<file path="config.mk">
export PLATFORM = sky130hd
export DESIGN_NAME = egress_framer_flat
export DESIGN_NICKNAME = d
export VERILOG_FILES = /design/src/switch_pkg.sv /design/src/pkt_if.sv /design/src/egress_framer.sv /design/src/flat_wrapper.sv
export SDC_FILE = /design/constraint.sdc
export NUM_CORES = 1
export LEC_CHECK = 0
export ABC_AREA = 1
export BUFFER_PORTS_ARGS = -buffer_cell sky130_fd_sc_hd__buf_2
export CORE_ASPECT_RATIO = 2
export CORE_MARGIN = 2
export CORE_UTILIZATION = 50
export DETAILED_ROUTE_END_ITERATION = 8
export PLACE_DENSITY = 0.8
export SETUP_SLACK_MARGIN = 0.02
export SYNTH_ARGS = -nofsm -noshare
export SYNTH_HDL_FRONTEND = slang
export SYNTH_SLANG_ARGS = --single-unit
</file>
<file path="constraint.sdc">
create_clock -name clk -period 2.9 [get_ports clk]
set_input_delay 0.145 -clock clk [delete_from_list [all_inputs] [get_ports clk]]
set_output_delay 0.145 -clock clk [all_outputs]
set_load 0.005 [all_outputs]
</file>
<file path="src/switch_pkg.sv">
`default_nettype none

package switch_pkg;

    localparam int DATA_W = 16;
    localparam int LEN_W  = 9;
    localparam int PRIO_W = 3;
    localparam int DEST_W = 4;

    // header layout, from the top: length, priority, destination.
    localparam int PRIO_LSB = DEST_W;
    localparam int LEN_LSB  = PRIO_W + DEST_W;

    typedef logic [DATA_W-1:0] word_t;
    typedef logic [LEN_W-1:0]  len_t;
    typedef logic [PRIO_W-1:0] prio_t;
    typedef logic [DEST_W-1:0] dest_t;

    function automatic len_t hdr_len(word_t w);
        return w[LEN_LSB +: LEN_W];
    endfunction

    function automatic prio_t hdr_prio(word_t w);
        return w[PRIO_LSB +: PRIO_W];
    endfunction

    function automatic dest_t hdr_dest(word_t w);
        return w[DEST_W-1:0];
    endfunction

endpackage

`default_nettype wire

</file>
<file path="src/pkt_if.sv">
`timescale 1ns/1ps
`default_nettype none

interface pkt_if
    import switch_pkg::*;
();

    logic  valid;
    logic  ready;
    logic  sop;
    logic  eop;
    word_t data;
    dest_t dest;
    prio_t prio;

    // dest and prio ride along with every word of a packet.
    modport src
    (
        output valid,
        output sop,
        output eop,
        output data,
        output dest,
        output prio,
        input  ready
    );

    modport snk
    (
        input  valid,
        input  sop,
        input  eop,
        input  data,
        input  dest,
        input  prio,
        output ready
    );

endinterface

`default_nettype wire

</file>
<file path="src/egress_framer.sv">
`timescale 1ns/1ps
`default_nettype none

module egress_framer
    import switch_pkg::*;
(
    input  logic  clk,
    input  logic  rst_n,
    pkt_if.snk    in,
    output logic  rd_vld,
    output logic  rd_sop,
    output logic  rd_eop,
    output logic  rd_err,
    output word_t rd_data,
    input  logic  rd_ready
);

    localparam int CNT_W = LEN_W + 1;

    logic             load;
    len_t             len_q;
    len_t             len_cur;
    logic [CNT_W-1:0] cnt_q;
    logic [CNT_W-1:0] cnt_next;

    assign in.ready = !rd_vld || rd_ready;
    assign load     = in.valid && in.ready;

    // the header itself is not counted as payload.
    always_comb
    begin
        if (in.sop)
        begin
            len_cur  = hdr_len(in.data);
            cnt_next = '0;
        end
        else
        begin
            len_cur  = len_q;
            cnt_next = cnt_q + 1'b1;
        end
    end

    always_ff @(posedge clk or negedge rst_n)
    begin
        if (!rst_n)
        begin
            rd_vld <= 1'b0;
            rd_err <= 1'b0;
            cnt_q  <= '0;
        end
        else if (load)
        begin
            rd_vld <= 1'b1;
            rd_err <= in.eop && (cnt_next != {1'b0, len_cur});
            cnt_q  <= cnt_next;
        end
        else if (rd_ready)
        begin
            rd_vld <= 1'b0;
        end
    end

    always_ff @(posedge clk)
    begin
        if (load)
        begin
            rd_sop  <= in.sop;
            rd_eop  <= in.eop;
            rd_data <= in.data;
            len_q   <= len_cur;
        end
    end

    a_hold_on_stall: assert property (@(posedge clk) disable iff (!rst_n)
        rd_vld && !rd_ready |=> rd_vld && $stable(rd_data));

endmodule

`default_nettype wire

</file>
<file path="src/flat_wrapper.sv">
// flat-port wrapper written by rule: the top's interface ports become plain ports
module egress_framer_flat import switch_pkg::*;
  (clk, rst_n, rd_vld, rd_sop, rd_eop, rd_err, rd_data, rd_ready, in_valid, in_sop, in_eop, in_data, in_dest, in_prio, in_ready);
  pkt_if in_i ();
  input  logic clk;
  input  logic rst_n;
  output logic rd_vld;
  output logic rd_sop;
  output logic rd_eop;
  output logic rd_err;
  output word_t rd_data;
  input  logic rd_ready;
  input wire logic [$bits(in_i.valid)-1:0] in_valid;
  input wire logic [$bits(in_i.sop)-1:0] in_sop;
  input wire logic [$bits(in_i.eop)-1:0] in_eop;
  input wire logic [$bits(in_i.data)-1:0] in_data;
  input wire logic [$bits(in_i.dest)-1:0] in_dest;
  input wire logic [$bits(in_i.prio)-1:0] in_prio;
  output wire logic [$bits(in_i.ready)-1:0] in_ready;
  assign in_i.valid = in_valid;
  assign in_i.sop = in_sop;
  assign in_i.eop = in_eop;
  assign in_i.data = in_data;
  assign in_i.dest = in_dest;
  assign in_i.prio = in_prio;
  assign in_ready = in_i.ready;
  egress_framer u_core (.clk(clk), .rst_n(rst_n), .in(in_i), .rd_vld(rd_vld), .rd_sop(rd_sop), .rd_eop(rd_eop), .rd_err(rd_err), .rd_data(rd_data), .rd_ready(rd_ready));
endmodule
</file>
# ---- Word level (Yosys, flattened, before mapping)
# Index checks and enable logic that the tools add are counted.
dict set report totals {
  ff_bits 39
}
dict set report op_classes {
  eq_ne 1
  n_mux 4
  reduce_logical 5
  add_sub_neg 1
}
# op n
set op_table {}
lappend op_table {{$add 10x1->10 const B} 1}
lappend op_table {{$mux 10} 1}
lappend op_table {{$ne 10x9->1} 1}
lappend op_table {{$mux 9} 1}
lappend op_table {{$logic_and 1x1->1} 2}
lappend op_table {{$mux 1} 2}
lappend op_table {{$reduce_bool 2->1} 1}
lappend op_table {{$logic_not 1->1} 1}
lappend op_table {{$logic_or 1x1->1} 1}

# ---- Longest topological paths before layout
dict set report logic_depth {
  depth_word 4
  mapped_depth 12
}

# ---- Least setup slack after synthesis
# Ideal clock, no wire load.
dict set report synth_path {
  path_type {register -> register}
  start {reg u_core.rd_vld}
  end {reg u_core.len_q[0] (enable)}
  n_path_buf 1
  setup_slack_ns 1.161
  arrival_ns 1.357
  stages_incl_launch_ff 5
  setup_time_ns 0.382
  synth_period_minus_slack_ns 1.739
  required_time_ns 2.518
  path_cell_list {dfrtp_1 nand2_1 nand2_1 clkbuf_1 inv_1}
}
dict set report synth_via {
  elab_chain_cells 3
}
# element line
set synth_lines {}
lappend synth_lines {{from (decl)} egress_framer.sv:10} ;# output logic rd_vld,
lappend synth_lines {{from (signal assigned)} egress_framer.sv:48} ;# rd_vld <= 1'b0;
lappend synth_lines {{from (signal assigned)} egress_framer.sv:54} ;# rd_vld <= 1'b1;
lappend synth_lines {{from (signal assigned)} egress_framer.sv:60} ;# rd_vld <= 1'b0;
lappend synth_lines {{$logic_not 1->1} egress_framer.sv:26} ;# assign in.ready = !rd_vld || rd_ready;
lappend synth_lines {{$logic_or 1x1->1} egress_framer.sv:26}
lappend synth_lines {{named net in_ready} flat_wrapper.sv:19} ;# output wire logic [$bits(in_i.ready)-1:0] in_ready;
lappend synth_lines {{$logic_and 1x1->1} egress_framer.sv:27} ;# assign load = in.valid && in.ready;
lappend synth_lines {{named net u_core.load} egress_framer.sv:20} ;# logic load;
lappend synth_lines {{to (signal assigned)} egress_framer.sv:71} ;# len_q <= len_cur;
lappend synth_lines {{to (decl)} egress_framer.sv:21} ;# len_t len_q;
# The timed path passes the listed nets, and every way through them passes these cells.
# A chain may end at the register's enable or synchronous reset.

# ---- Final worst setup path
dict set report layout_path {
  start {reg u_core.cnt_q[0]}
  end {reg u_core.rd_err}
}
dict set report layout_via {
  elab_chain_cells 4
}
# element line
set layout_lines {}
lappend layout_lines {{from (decl)} egress_framer.sv:23} ;# logic [CNT_W-1:0] cnt_q;
lappend layout_lines {{from (signal assigned)} egress_framer.sv:56} ;# cnt_q <= cnt_next;
lappend layout_lines {{$add 10x1->10} egress_framer.sv:40} ;# cnt_next = cnt_q + 1'b1;
lappend layout_lines {{$mux 10} egress_framer.sv:32} ;# if (in.sop)
lappend layout_lines {{$ne 10x9->1} egress_framer.sv:55} ;# rd_err <= in.eop && (cnt_next != {1'b0, len_cur});
lappend layout_lines {{$logic_and 1x1->1} egress_framer.sv:55}
lappend layout_lines {{to (signal assigned)} egress_framer.sv:55}
lappend layout_lines {{to (decl)} egress_framer.sv:13} ;# output logic rd_err,
# Every way passes these cells.

==> results.cfg <==
[status]
run_status = finished, final reports clean

[die]
top_level_ports = 50
die_area_sq_um = 4126
start_util_pct = 52.71
core_area_sq_um = 3416
die_y_um = 88.87
die_x_um = 46.43
rows = 30

[sta]
timing.final.crit_share_pct = 59.42
finalHoldViolCount = 0
period_needed_ns = 1.723
worst_pin_slew_ns = 0.3345
rsz0062_at_grt = no
worst_slew_margin_rel_pct = 77.70
setup_slack_ns = 1.177
setup_tns_ns = 0
hold-worst-slack_ns = 0.02448
max_freq_ghz = 0.5803
slew_violations = 0
clock_skew_ns = 0.006693
setup_viol = 0

[yosys]
synth_top_area_cell = edfxtp_1
netlist_area_sq_um = 1800
yosys.area.top_type_share_pct = 45.03
synth_cell_type_count = 19
ys_seq_elements = 39
synth_nets = 225
postSynthCellCount = 195
ys_seq_area_share_pct = 61.71
yosys_warnings = 0
syn_avg_cell_area_sq_um = 9.233
synth_area_leaders = edfxtp_1 45%, dfrtp_1 17%, nand2_1 15%

[detailed_routing]
antenna_left = 0
avgRoutedWirePerCell_um = 11.06
vias = 1426
avgViaCountPerCell = 4.900
drc = 0
drt_iter0_markers = 37
wl_um = 3218
first_pass_iters = 4

[final_layout]
layout_common_cells = 74 x nand2_1, 42 x buf_2, 27 x edfxtp_1, 17 x nor2_1, 16 x inv_1
antenna_cells = 0
area_growth_pct = 19.39
mostFrequentLayoutCell = nand2_1
drive_gt1_share_pct = 22.63
fin_nets = 272

[cts]
cts_tree = built
path_clk_slew_ns = 0.08
cts_made_buffers = 5
clkLatencyLatePin_ns = 0.29
clock_path_buffers = 2
htree_levels = 2
clockRootBuffer = clkbuf_8
cts.sinks = 39

[place]
port_buffers = 42
dp_slack_ns = 1.178
place_hpwl_um = 2441
gp_congestion = 0.8202

[run]
cap_violations = 0

[setup_path]
critPathLaunchType = flip-flop
crit_path_end_kind = flip-flop
arrival_ns = 1.91
worstPathRequired_ns = 3.09
r2r_setup_slack_ns = 1.18
criticalPathCategory = flip-flop to flip-flop
path_max_fanout = 6

[global_route]
grt_pass1_vias = 1201
grt_first_pass_wirelength_um = 4940
antenna_found_initial = 0
gr-usage-all-layers_pct = 16.95
grt_max_degree = 26
overflow = 0

[power_and_ir_drop]
ir_drop_uv = 490.0
power.leakage_nw = 0.9593
power.density_nw_per_um2 = 531.8

[min_path]
holdCritPathClass = primary input to flip-flop
==> critical path, stage by stage (launching register included) <==
cell and delay (ns):
dfrtp_1 0.41, ha_1 0.26, nand2_2 0.14, nand3_1 0.11, nand2_1 0.08, nand2_1 0.05
nor2_1 0.12, nand2_1 0.06, nor2_1 0.14, nand4_1 0.13, nand2_1 0.08, nand2_1 0.05
==> per-stage QoR <==
step | std cells | utilization [%] | cell area (sq um) | total power [mW]
2_1_floorplan | 195 | - | 1800 | 0.7494
3_3_place_gp | 282 | 60.04 | 2051 | 0.8010
3_5_place_dp | 282 | 60.04 | 2051 | 0.8053
4_1_cts | 291 | 62.93 | 2150 | 1.155
5_1_grt | 291 | 62.93 | 2150 | 1.204
6_report | 291 | 62.93 | 2150 | 1.143
==> worst paths after layout <==
path / startpoint / end / cells past startpoint
worst max-delay path: u_core.cnt_q[0]$_DFFE_PN0P_ / u_core.rd_err$_DFFE_PN0P_ / 11
worst min-delay path: in_data[4] / u_core.rd_data[4]$_DFFE_PP_ / 1
worst max register to register: u_core.cnt_q[0]$_DFFE_PN0P_ / u_core.rd_err$_DFFE_PN0P_ / 11
worst min register to register: u_core.rd_err$_DFFE_PN0P_ / u_core.rd_err$_DFFE_PN0P_ / 2
max in group asynchronous: rst_n / u_core.cnt_q[2]$_DFFE_PN0P_ / 2
min in group asynchronous: rst_n / u_core.cnt_q[8]$_DFFE_PN0P_ / 2
==> where the power goes <==
| group | internal (mW) | leakage, nW | total (mW) | switching (mW) |
|---|---|---|---|---|
| sequential | 0.639 | 0.421 | 0.655 | 0.0161 |
| combinational | 0.0539 | 0.499 | 0.137 | 0.0833 |
| clock | 0.167 | 0.0402 | 0.350 | 0.183 |
| total | 0.860 | 0.959 | 1.14 | 0.283 |
==> synthesized netlist by cell type, drive strengths merged <==
library cell and number:
o21ai 14, o21a 1, nand2 75, a21oi 1, buf 3, nand4 3, nor2 18, clkbuf 2
ha 1, nand3 14, inv 17, edfxtp 27, o21bai 4, nand3b 3, dfrtp 12
==> repair_timing <==
action                                 4_1_cts  5_1_grt
hold buffers                                 1        0
resized for setup                            0        0
endpoints found under the hold margin       12        0
setup buffers                                0        0
==> routing by layer <==
metal / share of wire [%] / vias to the layer above / global-route usage [%] / wire length, um
met3: 5.0 / 6 / 4.490 / 162
met4: 2.1 / 0 / 8.571 / 69
li1: - / 736 / - / -
met1: 39 / 647 / 17.41 / 1261
met5: 0 / - / 0 / 0
met2: 54 / 37 / 29.80 / 1725
==> cell type report <==
class                           instances  area [sq um]
Multi-Input combinational cell        134         590.6
Sequential cell                        39          1111
Inverter                               17         63.81
Clock buffer                            5         68.82
Fill cell                             310          1266
Timing Repair Buffer                   45         235.2
Clock inverter                          3         20.02
Tap cell                               48         60.06
==> logic make-up (layout without fill, tap and decap cells) <==
| family | count (synthesis) | after routing | share of synthesized area [%] |
|---|---|---|---|
| buffers and inverters | 22 | 70 | 5.490 |
| AND/OR/NAND/NOR | 113 | 113 | 25.85 |
| adder cells (fa/ha/maj) | 1 | 1 | 0.6948 |
| AO/OA/AOI/OAI | 20 | 20 | 6.254 |
| flip-flops | 39 | 39 | 61.71 |
==> registers in the layout, indices dropped and copies added (netlist names) <==
signal and count:
u_core.rd_err 1, u_core.len_q 9, u_core.rd_eop 1, u_core.rd_data 16
u_core.rd_sop 1, u_core.cnt_q 10, u_core.rd_vld 1
No activity file was read; power rests on OpenSTA's default activity.
