**src/switch_pkg.sv**
```systemverilog
`default_nettype none

package switch_pkg;

    localparam int DATA_W = 16;
    localparam int LEN_W  = 9;
    localparam int PRIO_W = 3;
    localparam int DEST_W = 4;

    // header layout, from the top: length, priority, destination.
    localparam int PRIO_LSB = DEST_W;
    localparam int LEN_LSB  = PRIO_W + DEST_W;

    typedef logic [DATA_W-1:0] word_t;
    typedef logic [LEN_W-1:0]  len_t;
    typedef logic [PRIO_W-1:0] prio_t;
    typedef logic [DEST_W-1:0] dest_t;

    function automatic len_t hdr_len(word_t w);
        return w[LEN_LSB +: LEN_W];
    endfunction

    function automatic prio_t hdr_prio(word_t w);
        return w[PRIO_LSB +: PRIO_W];
    endfunction

    function automatic dest_t hdr_dest(word_t w);
        return w[DEST_W-1:0];
    endfunction

endpackage

`default_nettype wire

```
**src/pkt_if.sv**
```systemverilog
`timescale 1ns/1ps
`default_nettype none

interface pkt_if
    import switch_pkg::*;
();

    logic  valid;
    logic  ready;
    logic  sop;
    logic  eop;
    word_t data;
    dest_t dest;
    prio_t prio;

    // dest and prio ride along with every word of a packet.
    modport src
    (
        output valid,
        output sop,
        output eop,
        output data,
        output dest,
        output prio,
        input  ready
    );

    modport snk
    (
        input  valid,
        input  sop,
        input  eop,
        input  data,
        input  dest,
        input  prio,
        output ready
    );

endinterface

`default_nettype wire

```
**src/pkt_decoder.sv**
```systemverilog
`timescale 1ns/1ps
`default_nettype none

module pkt_decoder
    import switch_pkg::*;
#(
    parameter int NUM_PORTS = 4,
    parameter int PORT_ID   = 0
)
(
    input  logic  clk,
    input  logic  rst_n,
    input  logic  wr_vld,
    input  logic  wr_sop,
    input  logic  wr_eop,
    input  word_t wr_data,
    output logic  wr_ready,
    pkt_if.src    out
);

    logic  out_vld;
    logic  out_sop;
    logic  out_eop;
    word_t out_data;
    dest_t dest_q;
    prio_t prio_q;
    logic  pkt_open;
    logic  discard;
    logic  accept;
    logic  bad_dest;
    logic  load;

    // a discarded packet is swallowed at full rate whatever the downstream does.
    assign wr_ready = discard || !out_vld || out.ready;
    assign accept   = wr_vld && wr_ready;
    assign bad_dest = int'(hdr_dest(wr_data)) >= NUM_PORTS;
    assign load     = accept && !discard && !(wr_sop && bad_dest);

    always_ff @(posedge clk or negedge rst_n)
    begin
        if (!rst_n)
        begin
            out_vld  <= 1'b0;
            pkt_open <= 1'b0;
            discard  <= 1'b0;
        end
        else
        begin
            if (load)
                out_vld <= 1'b1;
            else if (out.ready)
                out_vld <= 1'b0;

            if (accept)
            begin
                if (wr_eop)
                begin
                    pkt_open <= 1'b0;
                    discard  <= 1'b0;
                end
                else if (wr_sop)
                begin
                    pkt_open <= 1'b1;
                    discard  <= bad_dest;
                end
            end
        end
    end

    always_ff @(posedge clk)
    begin
        if (load)
        begin
            out_sop  <= wr_sop;
            out_eop  <= wr_eop;
            out_data <= wr_data;
            if (wr_sop)
            begin
                dest_q <= hdr_dest(wr_data);
                prio_q <= hdr_prio(wr_data);
            end
        end
    end

    assign out.valid = out_vld;
    assign out.sop   = out_sop;
    assign out.eop   = out_eop;
    assign out.data  = out_data;
    assign out.dest  = dest_q;
    assign out.prio  = prio_q;

    a_no_nested_sop: assert property (@(posedge clk) disable iff (!rst_n)
        wr_vld && wr_sop |-> !pkt_open)
        else $error("decoder %0d: sop arrived inside an open packet", PORT_ID);

endmodule

`default_nettype wire

```
**src/flat_wrapper.sv**
```systemverilog
// flat-port wrapper written by rule: the top's interface ports become plain ports
module pkt_decoder_flat import switch_pkg::*;
#(
    parameter int NUM_PORTS = 4,
    parameter int PORT_ID   = 0
)
  (clk, rst_n, wr_vld, wr_sop, wr_eop, wr_data, wr_ready, out_valid, out_sop, out_eop, out_data, out_dest, out_prio, out_ready);
  pkt_if out_i ();
  input  logic clk;
  input  logic rst_n;
  input  logic wr_vld;
  input  logic wr_sop;
  input  logic wr_eop;
  input  word_t wr_data;
  output logic wr_ready;
  output wire logic [$bits(out_i.valid)-1:0] out_valid;
  output wire logic [$bits(out_i.sop)-1:0] out_sop;
  output wire logic [$bits(out_i.eop)-1:0] out_eop;
  output wire logic [$bits(out_i.data)-1:0] out_data;
  output wire logic [$bits(out_i.dest)-1:0] out_dest;
  output wire logic [$bits(out_i.prio)-1:0] out_prio;
  input wire logic [$bits(out_i.ready)-1:0] out_ready;
  assign out_valid = out_i.valid;
  assign out_sop = out_i.sop;
  assign out_eop = out_i.eop;
  assign out_data = out_i.data;
  assign out_dest = out_i.dest;
  assign out_prio = out_i.prio;
  assign out_i.ready = out_ready;
  pkt_decoder #(.NUM_PORTS(NUM_PORTS), .PORT_ID(PORT_ID)) u_core (.clk(clk), .rst_n(rst_n), .wr_vld(wr_vld), .wr_sop(wr_sop), .wr_eop(wr_eop), .wr_data(wr_data), .wr_ready(wr_ready), .out(out_i));
endmodule
```
**config.mk**
```make
export PLATFORM = sky130hd
export DESIGN_NAME = pkt_decoder_flat
export DESIGN_NICKNAME = d
export VERILOG_FILES = /design/src/switch_pkg.sv /design/src/pkt_if.sv /design/src/pkt_decoder.sv /design/src/flat_wrapper.sv
export SDC_FILE = /design/constraint.sdc
export NUM_CORES = 1
export LEC_CHECK = 0
export ABC_CLOCK_PERIOD_IN_PS = 2000
export CORE_ASPECT_RATIO = 1.5
export CORE_MARGIN = 2
export CORE_UTILIZATION = 30
export DETAILED_ROUTE_END_ITERATION = 8
export DONT_BUFFER_PORTS = 1
export HOLD_SLACK_MARGIN = 0.06
export PLACE_DENSITY = 0.53
export SYNTH_ARGS = -nofsm -noshare
export SYNTH_HDL_FRONTEND = slang
export SYNTH_SLANG_ARGS = --single-unit
```
**constraint.sdc**
```tcl
create_clock -name clk -period 2 [get_ports clk]
set_input_delay 0.3 -clock clk [delete_from_list [all_inputs] [get_ports clk]]
set_output_delay 0.3 -clock clk [all_outputs]
set_load 0.02 [all_outputs]
```
# [Word level (Yosys, flattened, before mapping)]
# Cells that the tools add are included.
[totals] output_inout_bits=27 register_bits=27
[op_classes] n_mux=4 n_reduce_logical=13 n_lt_le_gt_ge=1
[ops] op=">= comparator 4 x 3 -> 1 bit (second input constant)" count=1
[ops] op="logical AND 1 bit" count=4
[ops] op="two-way mux 1 bit" count=4
[ops] op="AND reduction 2 bit" count=2
[ops] op="nonzero test 2 bit" count=2
[ops] op="zero test 1 bit" count=3
[ops] op="logical OR 1 bit" count=2

# [Logic depth before layout (Yosys ltp)]
# Gate-level depths: netlist of the first run.
[logic_depth] ltp_word=7 depth_mapped=3

# [Worst setup path after synthesis of the first run]
# OpenSTA, ideal clock, no wires.
[synth_path] path_kind="reg2reg" from="register u_core.out_vld, in the netlist u_core.out.valid" to="register u_core.out_data[0], in the netlist u_core.out.data[0] (enable)" arrival_time_ns=1.461 n_path_buf=0 setup_slack_ns=0.147 path_stages_with_launch=4 path_cell_list="dfrtp_1 -> nand2b_1 -> nand3_1 -> nor2_1"
[synth_via] elab_chain_len=6
[synth_rtl] item="start, declared" line_no="pkt_decoder.sv:21" rtl="logic out_vld;"
[synth_rtl] item="start signal, assigned" line_no="pkt_decoder.sv:43" rtl="out_vld <= 1'b0;"
[synth_rtl] item="start signal, assigned" line_no="pkt_decoder.sv:50" rtl="out_vld <= 1'b1;"
[synth_rtl] item="start signal, assigned" line_no="pkt_decoder.sv:52" rtl="out_vld <= 1'b0;"
[synth_rtl] item="zero test 1 bit" line_no="pkt_decoder.sv:34" rtl="assign wr_ready = discard || !out_vld || out.ready;"
[synth_rtl] item="logical OR 1 bit (2 in a row)" line_no="pkt_decoder.sv:34"
[synth_rtl] item="logical AND 1 bit" line_no="pkt_decoder.sv:35" rtl="assign accept = wr_vld && wr_ready;"
[synth_rtl] item="logical AND 1 bit (2 in a row)" line_no="pkt_decoder.sv:37" rtl="assign load = accept && !discard && !(wr_sop && bad_dest);"
[synth_rtl] item="named net u_core.load" line_no="pkt_decoder.sv:31" rtl="logic load;"
[synth_rtl] item="end signal, assigned" line_no="pkt_decoder.sv:76" rtl="out_data <= wr_data;"
[synth_rtl] item="end, declared" line_no="pkt_decoder.sv:24" rtl="word_t out_data;"
# The timed path passes the listed nets, and every way through them passes these cells.
# A chain may end at the register's enable or synchronous reset.

# [Final worst setup path of the first run]
[layout_path] from="register u_core.out_vld, in the netlist u_core.out.valid" to="output port wr_ready"
[layout_via] elab_chain_len=3
[layout_rtl] item="zero test 1 bit" line_no="pkt_decoder.sv:34"
[layout_rtl] item="logical OR 1 bit (2 in a row)" line_no="pkt_decoder.sv:34"
[layout_rtl] item="end, declared" line_no="flat_wrapper.sv:15" rtl="output logic wr_ready;"
# No other way between the ends.

==> results of run 1 <==
## metal layers
| metal | routed length, um | vias up | global-route usage |
|---|---|---|---|
| met2 | 793 | 32 | 0.1511 |
| met3 | 116 | 2 | 0.03876 |
| met4 | 14 | 0 | 0.05405 |
| li1 | - | 164 | - |
| met5 | 0 | - | 0 |
| met1 | 510 | 170 | 0.08430 |
## through the flow
step	cell area [sq um]	hold slack, ps	util
floorplan	870.8	4.409	-
global placement	932.1	4.460	0.3446
detailed placement	932.1	4.463	0.3446
CTS	988.4	122.2	0.3654
global route	988.4	106.4	0.3654
finish	988.4	125.9	0.3654
## placed cells by master (no fill, tap or decap)
cell | synthesis | layout
o21ai_0 | 1 | 1
clkbuf_8 | 0 | 3
o22ai_1 | 1 | 1
o21a_2 | 1 | 1
nor2_1 | 2 | 2
buf_4 | 0 | 2
dlygate4sd3_1 | 0 | 1
nand2b_1 | 2 | 2
inv_1 | 1 | 1
clkinv_2 | 0 | 1
a32oi_1 | 1 | 1
dfrtp_1 | 2 | 2
edfxtp_1 | 25 | 25
nand3_1 | 1 | 1
or3b_1 | 1 | 1
nand2_1 | 1 | 1
## final cells by class
| class | count | area, sq um |
|---|---|---|
| multi-input combinational | 11 | 66.31 |
| fill | 266 | 1717 |
| timing repair buffer | 3 | 25.02 |
| inverter | 1 | 3.754 |
| clock buffer | 3 | 41.29 |
| clock inverter | 1 | 5.005 |
| sequential | 27 | 800.8 |
| tap | 37 | 46.29 |
## logic make-up after synthesis
group,after synthesis,synth area share
AND/OR/NAND/NOR,7,0.04310
buffers and inverters,1,0.004306
flip-flops,27,0.9195
AO/OA/AOI/OAI,4,0.03305
## worst max-delay path by stage
| stage | endpoint | cells after the start |
|---|---|---|
| after floorplan | u_core.out.data[0]$_DFFE_PP_ | 3 |
| after global placement | u_core.out.data[14]$_DFFE_PP_ | 4 |
| after detailed placement | u_core.out.data[9]$_DFFE_PP_ | 4 |
| after CTS | wr_ready | 2 |
| after global routing | u_core.out.data[11]$_DFFE_PP_ | 4 |
| final | wr_ready | 2 |
## cell usage after synthesis
cell type  number
dfrtp_1         2
nor2_1          2
edfxtp_1       25
nand2b_1        2
nand3_1         1
o21a_2          1
o22ai_1         1
a32oi_1         1
o21ai_0         1
or3b_1          1
inv_1           1
nand2_1         1
## critical path, cell delays in order, from the launching register on
cell and delay (ps):
dfrtp_1 460, nand2b_1 160, nand2b_1 260
## sequential cells by signal (all words and copies together), names as in the netlist
signal	count
u_core.out.data	16
u_core.out.dest	4
u_core.out.prio	3
u_core.discard	1
u_core.out.eop	1
u_core.out.sop	1
u_core.out.valid	1
## report_power, final
| group | internal [W] | total (W) | switching (W) |
|---|---|---|---|
| Sequential | 0.000659 | 0.000706 | 0.0000470 |
| Combinational | 0.0000140 | 0.0000435 | 0.0000295 |
| Clock | 0.000139 | 0.000294 | 0.000155 |
| Total | 0.000812 | 0.00104 | 0.000232 |
==> flow_metrics.env, run 1 <==
export IMPL_dpl_hpwl_um=1119
export IMPL_tightest_slew_ps=239.2
export IMPL_worst_r2r_endpoint="u_core.out.data[12]$_DFFE_PP_"
export IMPL_timing_final_crit_share=0.7199
export IMPL_diodes=0
export IMPL_routed_via_density=4.434
export IMPL_min_period_ps=1440
export IMPL_clk_pin_slew_ps=90
export IMPL_worstSetupPathType="register to output pin"
export IMPL_fin_cells=83
export IMPL_cp_start_kind="register"
export IMPL_start_util=0.3219
export IMPL_drv_slew=0
export IMPL_clock_path_buffers=2
export IMPL_first_pass_iters=2
export IMPL_p_leak_nw=0.3209
export IMPL_cellPowerDensity_nw_per_um2=1056
export IMPL_synth_distinct_cells=12
export IMPL_ys_ff_latch=27
export IMPL_h_tree_depth=1
export IMPL_first_iter_violations=3
export IMPL_fmax_mhz=694.6
export IMPL_synth_top_area_share=0.8621
export IMPL_worstRegToRegCells=4
export IMPL_syn_avg_cell_area_sq_um=22.33
export IMPL_synth_seq_area_share=0.9195
export IMPL_portBuffers=0
export IMPL_place_ws_ps=615.9
export IMPL_synth_largest_area_cell="edfxtp_1"
export IMPL_peakVddDrop_v=0.0003518
export IMPL_arrival_ps=1140
export IMPL_rows=23
export IMPL_timing_rr_start="u_core.out.valid$_DFFE_PN0P_"
export IMPL_fp_coreArea_sq_um=2705
export IMPL_p_total_w=0.001043
export IMPL_drive_above_1_share=0.1522
export IMPL_wl_per_cell_um=17.28
export IMPL_post_cts_resized=0
export IMPL_antenna_left=0
export IMPL_ys_warnings_count=0
export IMPL_wirelength_um=1434
export IMPL_reg2reg_slack_ps=620
export IMPL_min_to="u_core.out.data[6]$_DFFE_PP_"
export IMPL_max_slew_margin=0.8412
export IMPL_clock_sinks=27
export IMPL_vias=368
export IMPL_grt_overflow_total=0
export IMPL_routabilityCongestion=0.6344
export IMPL_postCtsHoldBufs=1
export IMPL_clkLatencyLatePin_ps=260
export IMPL_min_path_cells=0
export IMPL_grt_pass1_wl_um=2028
export IMPL_fp_dieH_um=69.99
export IMPL_worst_slack_ps=560.3
export IMPL_final_nets=69
export IMPL_die_area_sq_um=3359
export IMPL_grt_pass1_vias=390
export IMPL_area_delta_synth_final_pct=13.51
export IMPL_dieWidth_um=47.99
export IMPL_grt_max_degree=19
export IMPL_max_cap_violations=0
export IMPL_hp_class="input port to register"
export IMPL_status="complete, no violations"
export IMPL_cp_required_ps=1700
export IMPL_antenna_found_initial=0
export IMPL_fin_setup_tns_ps=0
export IMPL_dp_cells=78
export IMPL_setup_violations=0
export IMPL_cts_buffers=3
export IMPL_cp_end_kind="output pin"
export IMPL_syn_num_nets=61
export IMPL_synthesis_area_sq_um=870.8
export IMPL_grt_use_total=0.09073
export IMPL_cts_root_buf="clkbuf_8"
export IMPL_post_cts_buffers=0
export IMPL_num_io_pins=49
export IMPL_crit_start="u_core.out.valid$_DFFE_PN0P_"
export IMPL_synthCells=39
export IMPL_finClkSkew_ps=2.296
export IMPL_route_detailed_drc=0
export IMPL_hold_viol=0
export IMPL_rsz0062_at_grt="false"
export IMPL_hold_start="wr_data[6]"
export IMPL_yosys_top_cells_area="edfxtp_1 (86%), dfrtp_1 (5.7%), nand2b_1 (1.4%)"
export IMPL_cts_tree="done"
export IMPL_crit_fanout=4
No activity file was read; power rests on OpenSTA's default activity.
==> inputs of run 2 (changes only) <==
--- a/config.mk
+++ b/config.mk
@@ -5,7 +5,8 @@
 export SDC_FILE = /design/constraint.sdc
 export NUM_CORES = 1
 export LEC_CHECK = 0
-export ABC_CLOCK_PERIOD_IN_PS = 2000
+export ABC_AREA = 1
+export ABC_CLOCK_PERIOD_IN_PS = 1400
 export CORE_ASPECT_RATIO = 1.5
 export CORE_MARGIN = 2
 export CORE_UTILIZATION = 30
==> constraint.sdc (replaced) <==
create_clock -name clk -period 1.4 [get_ports clk]
set_input_delay 0.21 -clock clk [delete_from_list [all_inputs] [get_ports clk]]
set_output_delay 0.21 -clock clk [all_outputs]
set_load 0.02 [all_outputs]
==> run 2 against run 1 <==
Clock-buffer cell count stayed put. First-iteration DRC count grew to 3.3 times the previous value. Synthesized cell count up 18%. Sequential power increased by 41%. Utilization increased by 6.2 points. Setup slack got worse by 420 ps. Critical path depth is the same. Flip-flop and latch count is the same. Critical path type unchanged. Highest routed layer unchanged.
==> flow_metrics.env, run 2 <==
export IMPL_h_tree_depth=1
export IMPL_drive_above_1_share=0.2222
export IMPL_start_util=0.3112
export IMPL_ys_ff_latch=27
export IMPL_dpl_hpwl_um=1147
export IMPL_num_io_pins=49
export IMPL_cp_start_kind="register"
export IMPL_rows=24
export IMPL_synth_commonest_cells="edfxtp_1 (25), inv_1 (3), inv_2 (3), nand2_1 (3)"
export IMPL_grt_met2_usage=0.1979
export IMPL_synth_seq_area_share=0.8926
export IMPL_diodes=0
export IMPL_clock_sinks=27
export IMPL_wirelength_um=1578
export IMPL_vias=474
export IMPL_route_detailed_drc=0
export IMPL_grt_pass1_vias=545
export IMPL_timing_final_crit_share=0.9014
export IMPL_largest_reg_flops=16
export IMPL_cp_required_ps=1190
export IMPL_cp_slowest_cell="dfrtp_1"
export IMPL_synth_top_area_share=0.8368
export IMPL_clkPwrFrac=0.275
export IMPL_wl_per_cell_um=14.22
export IMPL_first_iter_violations=10
export IMPL_fillers=293
export IMPL_synth_distinct_cells=14
export IMPL_fmax_mhz=792.5
export IMPL_synthCells=46
export IMPL_p_leak_nw=0.4305
export IMPL_synthArstFlopShare=0.07407
export IMPL_portBuffers=0
export IMPL_synth_ff_type="edfxtp_1"
export IMPL_fin_setup_tns_ps=0
export IMPL_grt_use_total=0.1009
export IMPL_clk_pin_slew_ps=90
export IMPL_peakVddDrop_v=0.0005695
export IMPL_ys_warnings_count=0
export IMPL_busiest_layer="met2"
export IMPL_final_nets=95
export IMPL_max_cap_violations=0
export IMPL_clkLatencyLatePin_ps=270
export IMPL_dp_cells=88
export IMPL_antenna_left=0
export IMPL_crit_fanout=2
export IMPL_final_common_cell="edfxtp_1"
export IMPL_grt_pass1_wl_um=2587
export IMPL_routed_via_density=4.270
export IMPL_status="complete, no violations"
export IMPL_area_delta_synth_final_pct=37.38
export IMPL_crit_buf_inv=1
export IMPL_gr_usage_met1=0.09179
export IMPL_synth_edf_count=25
export IMPL_fp_coreArea_sq_um=2883
export IMPL_cp_end_kind="output pin"
export IMPL_synth_most_common_cell="edfxtp_1"
export IMPL_fp_dieH_um=70.98
export IMPL_power_frac_seq=0.640
export IMPL_grt_met3_usage=0.02321
export IMPL_setup_violations=0
export IMPL_cts_root_buf="clkbuf_8"
export IMPL_synth_largest_area_cell="edfxtp_1"
export IMPL_p_sw_frac=0.2271
export IMPL_rsz0062_at_grt="false"
export IMPL_final_cell_area_sq_um=1232
export IMPL_tightest_slew_ps=260.5
export IMPL_syn_avg_cell_area_sq_um=19.50
export IMPL_grt_max_degree=19
export IMPL_max_slew_margin=0.8259
export IMPL_syn_num_nets=68
export IMPL_hold_viol=0
export IMPL_grt_overflow_total=0
export IMPL_power_switching_w=0.0003540
export IMPL_path_delay_family="flip-flops"
export IMPL_hp_class="input port to register"
export IMPL_cellPowerDensity_nw_per_um2=1265
export IMPL_p_int_w=0.001205
export IMPL_routabilityCongestion=0.6298
export IMPL_power_frac_comb=0.085
export IMPL_placed_cell_area_sq_um=993.5
export IMPL_die_area_sq_um=3453
export IMPL_arrival_ps=1050
export IMPL_first_pass_iters=2
export IMPL_dieWidth_um=48.65
export IMPL_fin_cells=111
export IMPL_cts_tree="done"
export IMPL_yosys_top_cells_area="edfxtp_1 (84%), dfrtp_1 (5.6%), inv_1 (1.3%)"
export IMPL_finClkSkew_ps=4.354
export IMPL_min_period_ps=1262
export IMPL_clock_path_buffers=2
export IMPL_layout_common_cells="edfxtp_1 (25), dlygate4sd3_1 (19)"
export IMPL_synthesis_area_sq_um=897.1
export IMPL_drv_slew=0
export IMPL_crit_chain="buf_4 > nand3_1"
export IMPL_worstSetupPathType="register to output pin"
export IMPL_slowest_delay_ps=410
export IMPL_antenna_found_initial=0
export IMPL_cts_buffers=3
run 2: cell types whose count changed in the layout (fill, tap and decap cells not counted), moves of 2 or more:
cell,change
inv_1,+2
nor2_1,-2
nand2b_1,-2
inv_2,+3
dlygate4sd3_1,+18
nand2_1,+2
run 2: kinds of logic after synthesis:
| kind of cell | share of synthesized area |
|---|---|
| simple gates | 0.05160 |
| compound gates | 0.03068 |
| flops | 0.8926 |
| buf+inv | 0.02510 |
run 2: worst paths after layout:
check / startpoint / to / slack (ps) / cells after the start
min in group asynchronous: rst_n / u_core.out.valid$_DFFE_PN0P_ / 170 / 1
min reg2reg: u_core.discard$_DFFE_PN0P_ / u_core.discard$_DFFE_PN0P_ / 500 / 2
max reg2reg: u_core.out.valid$_DFFE_PN0P_ / u_core.out.data[11]$_DFFE_PP_ / 210 / 4
min: wr_vld / u_core.discard$_DFFE_PN0P_ / 80 / 2
max: u_core.out.valid$_DFFE_PN0P_ / wr_ready / 140 / 2
max in group asynchronous: rst_n / u_core.discard$_DFFE_PN0P_ / 1100 / 1
run 2: timing repair:
item | 4_1_cts | 5_1_grt
resized for setup | 0 | 0
hold endpoints to repair | 27 | 0
hold buffers | 19 | 0
setup endpoints to repair | 0 | 0
buffers inserted | 0 | 0
run 2: per-layer routing:
layer / share of wire / up-vias
met3: 0.054 / 4
met2: 0.60 / 24
met4: 0.016 / 0
met5: 0 / -
li1: - / 217
met1: 0.33 / 229
run 2: through the flow:
stage	total power (W)	hold WS [ps]	utilization	setup WS [ps]
after floorplan	0.001069	-85.59	-	34.83
after global placement	0.001103	-85.53	0.3446	230.4
after detailed placement	0.001107	-85.51	0.3446	204.4
after CTS	0.001589	73.81	0.4275	122.8
after global routing	0.001637	76.99	0.4275	83.96
final	0.001559	80.19	0.4275	138.1
run 2: cell type report:
class / instances / area (sq um) / share of cell area
inverters: 6 / 22.52 / 0.01827
clock inverters: 1 / 7.507 / 0.006091
repair buffers: 22 / 225.2 / 0.1827
flip-flops and latches: 27 / 800.8 / 0.6497
multi-input cells: 13 / 86.33 / 0.07005
clock buffers: 3 / 41.29 / 0.03350
well taps: 39 / 48.80 / 0.03959
run 2: power groups by stage:
stage / logic, W / clock network (W) / registers [W]
floorplan: 0.0000514 / 0 / 0.00102
CTS: 0.000136 / 0.000454 / 0.000999
global route: 0.000147 / 0.000488 / 0.00100
global placement: 0.0000868 / 0 / 0.00102
detailed placement: 0.0000891 / 0 / 0.00102
finish: 0.000133 / 0.000428 / 0.000997
==> inputs of run 3 (changes only) <==
--- a/config.mk
+++ b/config.mk
@@ -7,11 +7,13 @@
 export LEC_CHECK = 0
 export ABC_AREA = 1
 export ABC_CLOCK_PERIOD_IN_PS = 1400
+export CAP_MARGIN = 5
 export CORE_ASPECT_RATIO = 1.5
 export CORE_MARGIN = 2
 export CORE_UTILIZATION = 30
 export DETAILED_ROUTE_END_ITERATION = 8
 export DONT_BUFFER_PORTS = 1
+export GPL_TIMING_DRIVEN = 0
 export HOLD_SLACK_MARGIN = 0.06
 export PLACE_DENSITY = 0.53
 export SYNTH_ARGS = -nofsm -noshare
==> run 3 against run 2 <==
Sequential share of layout area down 0.55 points. Worst hold slack worse by 1.4 ps. Die area unchanged. Clock-buffer cell count unchanged. Critical endpoint is now u_core.out.prio[0]$_DFFE_PP_. Clock skew down 1.7 ps. Sequential power about the same. Highest routed layer unchanged. Utilization up 0.43 points. Critical path depth up 2. Register-to-register slack worse by 140 ps. Setup slack worse by 70 ps.
==> flow_metrics.env, run 3 (same netlist as run 2, synthesis figures left out) <==
export IMPL_clkLatencyLatePin_ps=270
export IMPL_slowest_delay_ps=480
export IMPL_gr_usage_met1=0.1018
export IMPL_cts_buffers=3
export IMPL_die_area_sq_um=3453
export IMPL_peakVddDrop_v=0.0006134
export IMPL_diodes=0
export IMPL_cts_root_buf="clkbuf_8"
export IMPL_grt_pass1_vias=529
export IMPL_fmax_mhz=750.9
export IMPL_grt_met3_usage=0.01688
export IMPL_seq_area_sq_um=802.0
export IMPL_dp_cells=85
export IMPL_routabilityCongestion=0.5942
export IMPL_postLayoutCoreUtil=0.4319
export IMPL_power_switching_w=0.0003662
export IMPL_fp_coreArea_sq_um=2883
export IMPL_hold_viol=0
export IMPL_worstSetupPathType="register to register"
export IMPL_grt_pass1_wl_um=2566
export IMPL_power_frac_seq=0.641
export IMPL_placed_cell_area_sq_um=958.4
export IMPL_antenna_left=0
export IMPL_busiest_layer="met2"
export IMPL_final_cell_area_sq_um=1245
export IMPL_arrival_ps=1330
export IMPL_cp_required_ps=1390
export IMPL_routed_via_density=4.261
export IMPL_dieWidth_um=48.65
export IMPL_grt_met2_usage=0.1887
export IMPL_vias=473
export IMPL_first_pass_iters=2
export IMPL_layout_common_cells="edfxtp_1 (25), dlygate4sd3_1 (19)"
export IMPL_cp_slowest_cell="dfrtp_2"
export IMPL_wirelength_um=1608
export IMPL_drv_slew=0
export IMPL_crit_chain="nand2_2 > nand3_4 > nor3_4 > buf_4"
export IMPL_crit_buf_inv=1
export IMPL_cts_tree="done"
export IMPL_num_io_pins=49
export IMPL_first_iter_violations=11
export IMPL_status="complete, no violations"
export IMPL_antenna_found_initial=0
export IMPL_start_util=0.3112
export IMPL_grt_max_degree=19
export IMPL_clkPwrFrac=0.277
export IMPL_finClkSkew_ps=2.693
export IMPL_p_sw_frac=0.2337
export IMPL_cp_end_kind="register"
export IMPL_max_cap_violations=0
export IMPL_max_slew_margin=0.8261
export IMPL_rsz0062_at_grt="false"
export IMPL_fin_cells=111
export IMPL_power_frac_comb=0.082
export IMPL_grt_use_total=0.1014
export IMPL_tightest_slew_ps=260.2
export IMPL_drive_above_1_share=0.2361
export IMPL_clk_pin_slew_ps=90
export IMPL_min_period_ps=1332
export IMPL_setup_violations=0
export IMPL_final_nets=95
export IMPL_fp_dieH_um=70.98
export IMPL_whs_ps=78.74
export IMPL_hp_class="input port to register"
export IMPL_grt_overflow_total=0
export IMPL_rows=24
export IMPL_largest_reg_flops=16
export IMPL_p_leak_nw=0.4395
export IMPL_p_int_w=0.001201
export IMPL_wl_per_cell_um=14.49
export IMPL_route_detailed_drc=0
export IMPL_h_tree_depth=1
export IMPL_dpl_hpwl_um=1146
export IMPL_area_delta_synth_final_pct=38.77
export IMPL_final_common_cell="edfxtp_1"
export IMPL_portBuffers=0
export IMPL_crit_fanout=4
export IMPL_clock_path_buffers=2
export IMPL_fillers=290
export IMPL_path_delay_family="flip-flops"
export IMPL_clock_sinks=27
export IMPL_cellPowerDensity_nw_per_um2=1259
export IMPL_multi_input_area_sq_um=100.1
export IMPL_timing_final_crit_share=0.9512
export IMPL_cp_start_kind="register"
## run 3: changes by cell type in the layout (fill, tap and decap cells not counted)
cell | before | now
clkinv_2 | 0 | 1
nand3_4 | 0 | 1
dfrtp_1 | 2 | 1
clkinvlp_4 | 1 | 0
nor3_2 | 1 | 0
nand3_2 | 1 | 0
dfrtp_2 | 0 | 1
nor3_4 | 0 | 1
## run 3: final cells by class
cell class / count / area share
flip-flops and latches: 27 / 0.6442
repair buffers: 22 / 0.1809
multi-input cells: 13 / 0.08040
well taps: 39 / 0.03920
clock buffers: 3 / 0.03317
inverters: 6 / 0.01809
clock inverters: 1 / 0.004020
## run 3: final timing paths
check	from	end	slack [ps]	cells after the start
setup / recovery	u_core.out.valid$_DFFE_PN0P_	u_core.out.prio[0]$_DFFE_PP_	70	4
hold / removal	wr_vld	u_core.discard$_DFFE_PN0P_	80	2
setup reg to reg	u_core.out.valid$_DFFE_PN0P_	u_core.out.prio[0]$_DFFE_PP_	70	4
hold reg to reg	u_core.discard$_DFFE_PN0P_	u_core.discard$_DFFE_PN0P_	500	2
max in group asynchronous	rst_n	u_core.out.valid$_DFFE_PN0P_	1100	1
min in group asynchronous	rst_n	u_core.out.valid$_DFFE_PN0P_	160	1
## run 3: per-layer routing
layer | wire [um] | vias to the layer above
met1 | 561 | 229
met5 | 0 | -
met3 | 67 | 2
met2 | 960 | 23
met4 | 19 | 0
li1 | - | 219
## run 3: through the flow
stage	total power [W]	worst slack, ps	TNS, ps
floorplan	0.001069	34.83	0
global placement	0.001084	-141.1	-3303
detailed placement	0.001088	-179.4	-4068
CTS	0.001573	34.60	0
global route	0.001628	4.480	0
finish	0.001567	68.33	0
## run 3: worst register-to-register path: cells and delay by family (launching register included)
kind          cells  cell delay [ps]
flops             1              480
buf+inv           1              160
simple gates      3              420
## run 3: power by group through the flow
stage          clock (W)  combinational, W  sequential (W)
5_1_grt         0.000478          0.000141         0.00101
2_1_floorplan          0         0.0000514         0.00102
3_5_place_dp           0         0.0000628         0.00103
3_3_place_gp           0         0.0000605         0.00102
6_report        0.000434          0.000128         0.00100
4_1_cts         0.000440          0.000125         0.00101
## run 3: what timing repair did
item                                   4_1_cts  5_1_grt
pin swaps                                    2        0
resized for setup                            2        1
hold buffers                                19        0
buffers inserted                             3        0
endpoints found under the hold margin       27        0
setup endpoints to repair                   25        7
